## config.mk

```make
export PLATFORM = sky130hd
export DESIGN_NAME = legacyDemodTop
export DESIGN_NICKNAME = d
export VERILOG_FILES = /design/src/demodRegPkg.sv /design/src/demodDataPkg.sv /design/src/dacChannel.sv /design/src/regBlock.sv /design/src/outputSelect.sv /design/src/legacyDemodTop.sv
export SDC_FILE = /design/constraint.sdc
export NUM_CORES = 1
export LEC_CHECK = 0
export ABC_AREA = 1
export CAP_MARGIN = 20
export CORE_UTILIZATION = 40
export DETAILED_ROUTE_END_ITERATION = 10
export DONT_BUFFER_PORTS = 1
export GPL_TIMING_DRIVEN = 0
export PLACE_DENSITY = 0.61
export SKIP_LAST_GASP = 1
export SYNTH_ARGS = -nofsm -noshare
export SYNTH_HDL_FRONTEND = slang
export SYNTH_SLANG_ARGS = --single-unit
```

## constraint.sdc

```tcl
create_clock -name clk -period 10.4 [get_ports clk]
set_clock_uncertainty 0.15 [all_clocks]
set_input_delay 1.56 -clock clk [delete_from_list [all_inputs] [get_ports clk]]
set_output_delay 1.56 -clock clk [all_outputs]
set_load 0.005 [all_outputs]
```

## src/demodRegPkg.sv

```systemverilog
// Processor register map shared by the register block, the selector and the top level
// Word addresses on a 16-bit data bus, and unused addresses read as zero
`default_nettype none

package demodRegPkg;

    // ******************************
    // Bus geometry
    // ******************************
    localparam int regAddrWidth = 4;
    localparam int regDataWidth = 16;

    // Register addresses
    localparam logic [regAddrWidth-1:0] addrVersion   = 4'd0;
    localparam logic [regAddrWidth-1:0] addrImageType = 4'd1;
    localparam logic [regAddrWidth-1:0] addrClockLo   = 4'd2;
    localparam logic [regAddrWidth-1:0] addrClockHi   = 4'd3;
    localparam logic [regAddrWidth-1:0] addrMode      = 4'd4;

    // Read-only identification
    localparam logic [regDataWidth-1:0] versionNumber    = 16'h0194;
    localparam logic [regDataWidth-1:0] legacyDemodImage = 16'h0003;

    // ******************************
    // Demodulator modes
    // ******************************
    localparam int modeWidth = 5;
    localparam logic [modeWidth-1:0] modeAm     = 5'd0;
    localparam logic [modeWidth-1:0] modeFm     = 5'd1;
    localparam logic [modeWidth-1:0] mode2Fsk   = 5'd2;
    localparam logic [modeWidth-1:0] modeAqpsk  = 5'd3;
    localparam logic [modeWidth-1:0] modeAuqpsk = 5'd4;
    localparam logic [modeWidth-1:0] modeMultih = 5'd5;

    localparam int clockCountWidth = 32;

endpackage

`default_nettype wire

```

## src/demodDataPkg.sv

```systemverilog
// Sample formats on the demodulator output side
// A DAC takes the top 14 bits of an 18-bit sample and drops 4 fraction bits
`default_nettype none

package demodDataPkg;

    // ******************************
    // Widths and channel count
    // ******************************
    localparam int sampleWidth = 18;
    localparam int dacWidth    = 14;
    localparam int fracWidth   = 4;
    localparam int numDacs     = 3;

    // Same 18 bits seen as a whole sample or as DAC code over fraction
    typedef union packed {
        logic [sampleWidth-1:0] word;
        struct packed {
            logic [dacWidth-1:0]  code;
            logic [fracWidth-1:0] frac;
        } dac;
    } dacSample_t;

endpackage

`default_nettype wire

```

## src/dacChannel.sv

```systemverilog
// One DAC output register, loaded with the top 14 bits of a sample on sync
// Code holds its value while the sync strobe is low
`timescale 1ns/1ps
`default_nettype none

module dacChannel (
    input  wire                                   clk,
    input  wire                                   clockCounterEn,
    input  wire  demodDataPkg::dacSample_t        sample,
    input  wire                                   sampleSync,
    output logic                                  dacSync,
    output logic [demodDataPkg::dacWidth-1:0]     dacD
);

    // Sync delayed to line up with the loaded code
    always_ff @(posedge clk or posedge clockCounterEn) begin
        if (clockCounterEn) begin
            dacSync <= 1'b0;
            dacD    <= '0;
        end else begin
            dacSync <= sampleSync;
            if (sampleSync) begin
                dacD <= sample.dac.code;
            end
        end
    end

endmodule

`default_nettype wire

```

## src/regBlock.sv

```systemverilog
// Register space behind a four-phase req/ack access in the clk domain
// Master keeps regWrite, regAddr and regWrData stable while regReq is high
// Clock hold is only valid after a read of the low counter word
`timescale 1ns/1ps
`default_nettype none

module regBlock (
    input  wire                                      clk,
    input  wire                                      clockCounterEn,
    input  wire                                      regReq,
    input  wire                                      regWrite,
    input  wire  [demodRegPkg::regAddrWidth-1:0]     regAddr,
    input  wire  [demodRegPkg::regDataWidth-1:0]     regWrData,
    output logic [demodRegPkg::regDataWidth-1:0]     regRdData,
    output logic                                     regAck,
    output logic [demodRegPkg::modeWidth-1:0]        demodMode
);

    logic                                        accept;
    logic                                        wrMode;
    logic                                        wrClockLo;
    logic                                        rdClockLo;
    logic [demodRegPkg::clockCountWidth-1:0]     clockCount;
    logic [demodRegPkg::clockCountWidth-1:0]     clockHold;
    logic [demodRegPkg::regDataWidth-1:0]        readMux;

    // ******************************
    // Handshake
    // ******************************
    // One access per regReq pulse
    assign accept    = regReq && !regAck;
    assign wrMode    = accept && regWrite && (regAddr == demodRegPkg::addrMode);
    assign wrClockLo = accept && regWrite && (regAddr == demodRegPkg::addrClockLo);
    assign rdClockLo = accept && !regWrite && (regAddr == demodRegPkg::addrClockLo);

    always_ff @(posedge clk or posedge clockCounterEn) begin
        if (clockCounterEn) begin
            regAck <= 1'b0;
        end else if (accept) begin
            regAck <= 1'b1;
        end else if (!regReq) begin
            regAck <= 1'b0;
        end
    end

    // Mode register
    always_ff @(posedge clk or posedge clockCounterEn) begin
        if (clockCounterEn) begin
            demodMode <= demodRegPkg::modeAm;
        end else if (wrMode) begin
            demodMode <= regWrData[demodRegPkg::modeWidth-1:0];
        end
    end

    // ******************************
    // Free-running clock counter
    // ******************************
    always_ff @(posedge clk or posedge clockCounterEn) begin
        if (clockCounterEn) begin
            clockCount <= '0;
        end else if (wrClockLo) begin
            clockCount <= '0;
        end else begin
            clockCount <= clockCount + 1'b1;
        end
    end

    // Edges seen after the clearing edge, up to the reading edge
    always_ff @(posedge clk) begin
        if (rdClockLo) begin
            clockHold <= clockCount;
        end
    end

    // Low half comes straight from the counter since the hold loads on the same edge
    always_comb begin
        readMux = '0;
        case (regAddr)
            demodRegPkg::addrVersion:   readMux = demodRegPkg::versionNumber;
            demodRegPkg::addrImageType: readMux = demodRegPkg::legacyDemodImage;
            demodRegPkg::addrClockLo:   readMux = clockCount[demodRegPkg::regDataWidth-1:0];
            demodRegPkg::addrClockHi: begin
                readMux = clockHold[demodRegPkg::clockCountWidth-1:demodRegPkg::regDataWidth];
            end
            demodRegPkg::addrMode: begin
                readMux = {{(demodRegPkg::regDataWidth - demodRegPkg::modeWidth){1'b0}},
                           demodMode};
            end
            default: readMux = '0;
        endcase
    end

    // Read data held steady while regAck is high
    always_ff @(posedge clk or posedge clockCounterEn) begin
        if (clockCounterEn) begin
            regRdData <= '0;
        end else if (accept && !regWrite) begin
            regRdData <= readMux;
        end
    end

endmodule

`default_nettype wire

```

## src/outputSelect.sv

```systemverilog
// Per-mode choice between legacy demod and multi-h loop outputs
// Every output is registered once, so all paths have one cycle of latency
`timescale 1ns/1ps
`default_nettype none

module outputSelect (
    input  wire                                          clk,
    input  wire                                          clockCounterEn,
    input  wire  [demodRegPkg::modeWidth-1:0]            demodMode,
    input  wire  demodDataPkg::dacSample_t               legacyDacData [demodDataPkg::numDacs],
    input  wire  [demodDataPkg::numDacs-1:0]             legacyDacSync,
    input  wire  demodDataPkg::dacSample_t               multihDacData [demodDataPkg::numDacs],
    input  wire  [demodDataPkg::numDacs-1:0]             multihDacSync,
    input  wire  [demodDataPkg::numDacs-1:0]             multihDacEn,
    input  wire  [demodDataPkg::sampleWidth-1:0]         legacyTrellisI,
    input  wire  [demodDataPkg::sampleWidth-1:0]         legacyTrellisQ,
    input  wire                                          legacyTrellisSymEn,
    input  wire                                          legacySym2xEn,
    input  wire  [demodDataPkg::sampleWidth-1:0]         multihTrellisI,
    input  wire  [demodDataPkg::sampleWidth-1:0]         multihTrellisQ,
    input  wire                                          multihSymEn,
    input  wire                                          multihSym2xEn,
    input  wire                                          iBit,
    input  wire                                          qBit,
    input  wire                                          auBit,
    input  wire                                          iSymEn,
    input  wire                                          carrierLock,
    input  wire                                          multihLock,
    input  wire                                          bitsyncLock,
    output demodDataPkg::dacSample_t                     selDacData [demodDataPkg::numDacs],
    output logic [demodDataPkg::numDacs-1:0]             selDacSync,
    output logic [demodDataPkg::sampleWidth-1:0]         iTrellis,
    output logic [demodDataPkg::sampleWidth-1:0]         qTrellis,
    output logic                                         trellisSymEn,
    output logic                                         trellisSym2xEn,
    output logic                                         iData,
    output logic                                         qData,
    output logic                                         dataSymEn,
    output logic                                         dataSym2xEn,
    output logic                                         legacyBit,
    output logic                                         demodNLock,
    output logic                                         bsyncNLock
);

    logic                               multihMode;
    logic                               fmModes;
    logic                               aModes;
    logic [demodDataPkg::numDacs-1:0]   useMultih;

    // ******************************
    // Mode groups
    // ******************************
    assign multihMode = (demodMode == demodRegPkg::modeMultih);
    assign fmModes    = (demodMode == demodRegPkg::modeFm) ||
                        (demodMode == demodRegPkg::mode2Fsk);
    assign aModes     = (demodMode == demodRegPkg::modeAqpsk) ||
                        (demodMode == demodRegPkg::modeAuqpsk);

    // Multi-h loop owns a DAC only when it enables that channel
    assign useMultih = multihDacEn & {demodDataPkg::numDacs{multihMode}};

    // DAC sample words
    always_ff @(posedge clk) begin
        for (int k = 0; k < demodDataPkg::numDacs; k++) begin
            selDacData[k].word <= useMultih[k] ? multihDacData[k].word
                                               : legacyDacData[k].word;
        end
    end

    // ******************************
    // Strobes, trellis, bits, locks
    // ******************************
    always_ff @(posedge clk or posedge clockCounterEn) begin
        if (clockCounterEn) begin
            selDacSync     <= '0;
            iTrellis       <= '0;
            qTrellis       <= '0;
            trellisSymEn   <= 1'b0;
            trellisSym2xEn <= 1'b0;
            iData          <= 1'b0;
            qData          <= 1'b0;
            dataSymEn      <= 1'b0;
            dataSym2xEn    <= 1'b0;
            legacyBit      <= 1'b0;
            demodNLock     <= 1'b1;
            bsyncNLock     <= 1'b1;
        end else begin
            selDacSync     <= (multihDacSync & useMultih) | (legacyDacSync & ~useMultih);
            iTrellis       <= multihMode ? multihTrellisI : legacyTrellisI;
            qTrellis       <= multihMode ? multihTrellisQ : legacyTrellisQ;
            trellisSymEn   <= multihMode ? multihSymEn : legacyTrellisSymEn;
            trellisSym2xEn <= multihMode ? multihSym2xEn : legacySym2xEn;
            // FM discriminator output has the opposite sense
            iData          <= fmModes ? ~iBit : iBit;
            qData          <= aModes ? auBit : qBit;
            dataSymEn      <= iSymEn;
            dataSym2xEn    <= legacySym2xEn;
            legacyBit      <= iBit;
            demodNLock     <= multihMode ? ~multihLock : ~carrierLock;
            bsyncNLock     <= ~bitsyncLock;
        end
    end

endmodule

`default_nettype wire

```

## src/legacyDemodTop.sv

```systemverilog
// Output and control side of the legacy demodulator
// Demod core and multi-h loop outputs arrive as ports on the clk domain
// DAC ports change two cycles after a qualifying input
`timescale 1ns/1ps
`default_nettype none

module legacyDemodTop (
    input  wire                                          clk,
    input  wire                                          clockCounterEn,
    input  wire                                          regReq,
    input  wire                                          regWrite,
    input  wire  [demodRegPkg::regAddrWidth-1:0]         regAddr,
    input  wire  [demodRegPkg::regDataWidth-1:0]         regWrData,
    output logic [demodRegPkg::regDataWidth-1:0]         regRdData,
    output logic                                         regAck,
    input  wire  demodDataPkg::dacSample_t               legacyDacData [demodDataPkg::numDacs],
    input  wire  [demodDataPkg::numDacs-1:0]             legacyDacSync,
    input  wire  demodDataPkg::dacSample_t               multihDacData [demodDataPkg::numDacs],
    input  wire  [demodDataPkg::numDacs-1:0]             multihDacSync,
    input  wire  [demodDataPkg::numDacs-1:0]             multihDacEn,
    input  wire  [demodDataPkg::sampleWidth-1:0]         legacyTrellisI,
    input  wire  [demodDataPkg::sampleWidth-1:0]         legacyTrellisQ,
    input  wire                                          legacyTrellisSymEn,
    input  wire                                          legacySym2xEn,
    input  wire  [demodDataPkg::sampleWidth-1:0]         multihTrellisI,
    input  wire  [demodDataPkg::sampleWidth-1:0]         multihTrellisQ,
    input  wire                                          multihSymEn,
    input  wire                                          multihSym2xEn,
    input  wire                                          iBit,
    input  wire                                          qBit,
    input  wire                                          auBit,
    input  wire                                          iSymEn,
    input  wire                                          carrierLock,
    input  wire                                          multihLock,
    input  wire                                          bitsyncLock,
    output logic [demodRegPkg::modeWidth-1:0]            demodMode,
    output logic [demodDataPkg::numDacs-1:0]             dacSync,
    output logic [demodDataPkg::dacWidth-1:0]            dacD [demodDataPkg::numDacs],
    output logic [demodDataPkg::sampleWidth-1:0]         iTrellis,
    output logic [demodDataPkg::sampleWidth-1:0]         qTrellis,
    output logic                                         trellisSymEn,
    output logic                                         trellisSym2xEn,
    output logic                                         iData,
    output logic                                         qData,
    output logic                                         dataSymEn,
    output logic                                         dataSym2xEn,
    output logic                                         legacyBit,
    output logic                                         demodNLock,
    output logic                                         bsyncNLock
);

    // Selector to DAC channels
    demodDataPkg::dacSample_t               selDacData [demodDataPkg::numDacs];
    logic [demodDataPkg::numDacs-1:0]       selDacSync;

    // ******************************
    // Registers and output selection
    // ******************************
    regBlock regBlock_i (.*);

    outputSelect outputSelect_i (.*);

    // ******************************
    // DAC channels
    // ******************************
    for (genvar k = 0; k < demodDataPkg::numDacs; k++) begin : dacGen
        dacChannel dacChannel_i (
            .clk            (clk),
            .clockCounterEn (clockCounterEn),
            .sample         (selDacData[k]),
            .sampleSync     (selDacSync[k]),
            .dacSync        (dacSync[k]),
            .dacD           (dacD[k])
        );
    end

endmodule

`default_nettype wire

```

==> flow_summary.json <==
{
  "outcome": "completed",
  "clk_path_buf_depth": 3,
  "cp_top_family": "simple AND/OR/NAND/NOR gates",
  "cellPowerDensity_nw_per_um2": 206.4,
  "synth_top_family_by_area": "simple AND/OR/NAND/NOR gates",
  "reg2reg_depth": 4,
  "crit_start": "regReq",
  "yosysSeqAreaShare": 0.5908,
  "dieArea_um2": 21750,
  "stdcell_count": 1239,
  "die_h_um": 147.5,
  "synth_top_area_cell": "dfrtp_1",
  "num_vias": 6067,
  "dp_slack_ns": 6.706,
  "maxSlewHeadroom": 0.3810,
  "arrival_ns": 3.13,
  "fmax_mhz": 316.1,
  "place_inst": 1194,
  "wirelength_um": 22220,
  "path_max_fanout": 16,
  "slew_violations": 0,
  "synth_compound_area_frac": 0.02970,
  "cts_tree": "yes",
  "synthArstFlopShare": 0.7171,
  "synth_top_area_share": 0.4286,
  "fin_util": 0.4695,
  "grt_pass1_vias": 5862,
  "cts_buffers": 23,
  "drc": 0,
  "gp_congestion": 0.8641,
  "r2r_start": "regBlock_i.regAck$_DFFE_PP0P_",
  "required_ns": 10.36,
  "cts.sinks": 205,
  "p_leak_nw": 4.555,
  "htree_levels": 1,
  "grt_use_total": 0.2021,
  "clk_pin_slew_worst_paths_ns": 0.06,
  "tightest_slew_ns": 0.9275,
  "holdWs_ns": 0.3084,
  "yosys-top-cells-area": "dfrtp_1 (43%), nand2_1 (17%), dfxtp_1 (9.9%)",
  "cts_root_buf": "clkbuf_16",
  "synth_edf_count": 16,
  "crit_cells": 5,
  "grt_start_max_net_pins": 86,
  "cp_cell_sequence": "inv_1, nor3_4, inv_2, clkbuf_1, nor2_2",
  "ys_warn_count": 0,
  "layout_setup_ws_ns": 7.237,
  "fin_nets": 1174,
  "hp-class": "reg2reg",
  "critPathSlowestCell": "nor2_2",
  "fin_crit_sh": 0.3041,
  "critical_path_class": "in2reg",
  "fp-row-count": 52,
  "synth.area.mux_share": 0.05704,
  "cts-resized-gates": 0,
  "cp-start-kind": "input port",
  "syn_nets": 1148,
  "core_area_um2": 20490,
  "syn_avg_cell_area_um2": 9.173,
  "r2r_slack_ns": 7.85,
  "setup_viol": 0,
  "rsz0062_at_grt": "false",
  "initial_core_util": 0.4131,
  "area_growth_pct": 13.65,
  "netlist_area_um2": 8467,
  "drive_gt1_frac": 0.1398,
  "endpoint": "regBlock_i.clockHold[28]$_DFFE_PP_",
  "clkLatencyLatePin_ns": 0.50,
  "postLayoutCellArea_um2": 9623,
  "vdd_drop_max_uv": 135.9,
  "first_pass_iters": 6,
  "drtIter0Drc": 305,
  "synth_seq_cells": 205,
  "tns_ns": 0,
  "cts_setup_buffers": 0,
  "cap_violations": 0,
  "wl_per_cell_um": 17.93,
  "layout_commonest_cell": "nand2_1",
  "synth_cell_type_count": 34,
  "r2r-end": "regBlock_i.clockHold[28]$_DFFE_PP_",
  "min_period_ns": 3.163,
  "placed_cell_area_um2": 8840,
  "worst-path-buf-inv": 3,
  "synthXorXnorAreaFrac": 0.004138,
  "antenna_left": 0,
  "viasPerCell": 4.897,
  "end_kind": "flip-flop",
  "die_x_um": 147.5,
  "hold_buffers": 0,
  "io_buffers": 0,
  "synthSimpleGateAreaFrac": 0.2684,
  "finalHoldViolations": 0,
  "layout_common_cells": "nand2_1 (374), dfrtp_1 (145), nor2_1 (71), nand3_1 (63), inv_1 (43)",
  "antenna_found_initial": 3,
  "grt_overflow": 0,
  "critPathMaxStageDelay_ns": 0.77,
  "total_power_mw": 1.986,
  "ys.flop_type": "dfrtp_1",
  "dpl.hpwl_um": 16870,
  "io_pins": 336,
  "synth_fa_ha_area_frac": 0.001478,
  "synthCells": 923,
  "grt_pass1_wl_um": 33600
}
==> power breakdown <==
part | switching, mW | leakage [nW] | internal [mW]
registers | 0.0799 | 2.28 | 0.893
logic | 0.120 | 1.89 | 0.0762
clock network | 0.315 | 0.382 | 0.502
total | 0.515 | 4.55 | 1.47
==> sequential cells by signal, summed over array words and instances (netlist names) <==
signal                         flops
outputSelect_i.selDacSync          3
regBlock_i.regRdData              16
dacGen.dacChannel_i.dacD          42
outputSelect_i.iTrellis           18
outputSelect_i.legacyBit           1
outputSelect_i.trellisSym2xEn      1
outputSelect_i.qTrellis           18
outputSelect_i.selDacData         42
outputSelect_i.bsyncNLock          1
outputSelect_i.dataSym2xEn         1
outputSelect_i.qData               1
regBlock_i.clockCount             32
outputSelect_i.dataSymEn           1
outputSelect_i.demodNLock          1
outputSelect_i.trellisSymEn        1
regBlock_i.regAck                  1
dacGen.dacChannel_i.dacSync        3
regBlock_i.clockHold              16
outputSelect_i.iData               1
regBlock_i.demodMode               5
==> worst min path at each step <==
stage,cells after the start,from,slack (ns),end
after floorplan,1,outputSelect_i.selDacData[50]$_DFF_P_,0.29,dacGen[0].dacChannel_i.dacD[10]$_DFFE_PP0P_
after global placement,1,outputSelect_i.selDacData[28]$_DFF_P_,0.29,dacGen[1].dacChannel_i.dacD[6]$_DFFE_PP0P_
after detailed placement,1,outputSelect_i.selDacData[26]$_DFF_P_,0.30,dacGen[1].dacChannel_i.dacD[4]$_DFFE_PP0P_
after CTS,1,outputSelect_i.selDacData[4]$_DFF_P_,0.31,dacGen[2].dacChannel_i.dacD[0]$_DFFE_PP0P_
after global routing,1,outputSelect_i.selDacData[4]$_DFF_P_,0.31,dacGen[2].dacChannel_i.dacD[0]$_DFFE_PP0P_
final,1,outputSelect_i.selDacData[11]$_DFF_P_,0.31,dacGen[2].dacChannel_i.dacD[7]$_DFFE_PP0P_
==> final cells by class <==
cell class	count	area, µm²
antenna	3	7.507
buffer	34	221.5
clock buffer	33	674.4
clock inverter	9	101.3
fill	1930	10870
inverter	49	193.9
multi-input combinational	635	3057
sequential	205	5002
tap	270	337.8
timing repair buffer	1	27.53
==> cells in the mapped netlist (10+ instances only) <==
library cell    n
nor2_1         72
nand2_1       374
inv_1          44
edfxtp_1       16
clkbuf_1       10
buf_2          10
dfrtp_1       145
dfxtp_1        42
o21ai_0        23
nand3_1        63
a21oi_1        18
mux2_2         42
==> per-layer routing <==
metal | up-vias | share of wire | routed length [µm] | GRT usage
li1 | 2980 | - | - | -
met5 | - | 0 | 0 | 0
met4 | 0 | 0.026 | 586 | 0.07062
met2 | 266 | 0.48 | 10730 | 0.3392
met3 | 36 | 0.093 | 2070 | 0.06852
met1 | 2785 | 0.40 | 8826 | 0.2416
==> cells by family after synthesis <==
group | Yosys count
AOI/OAI and AO/OA | 49
DFF | 205
adders and majority gates | 1
xor gates and xnor gates | 4
and+or+nand+nor | 538
buffers and inverters | 83
muxes | 43
(Power assumes the default switching activity.)
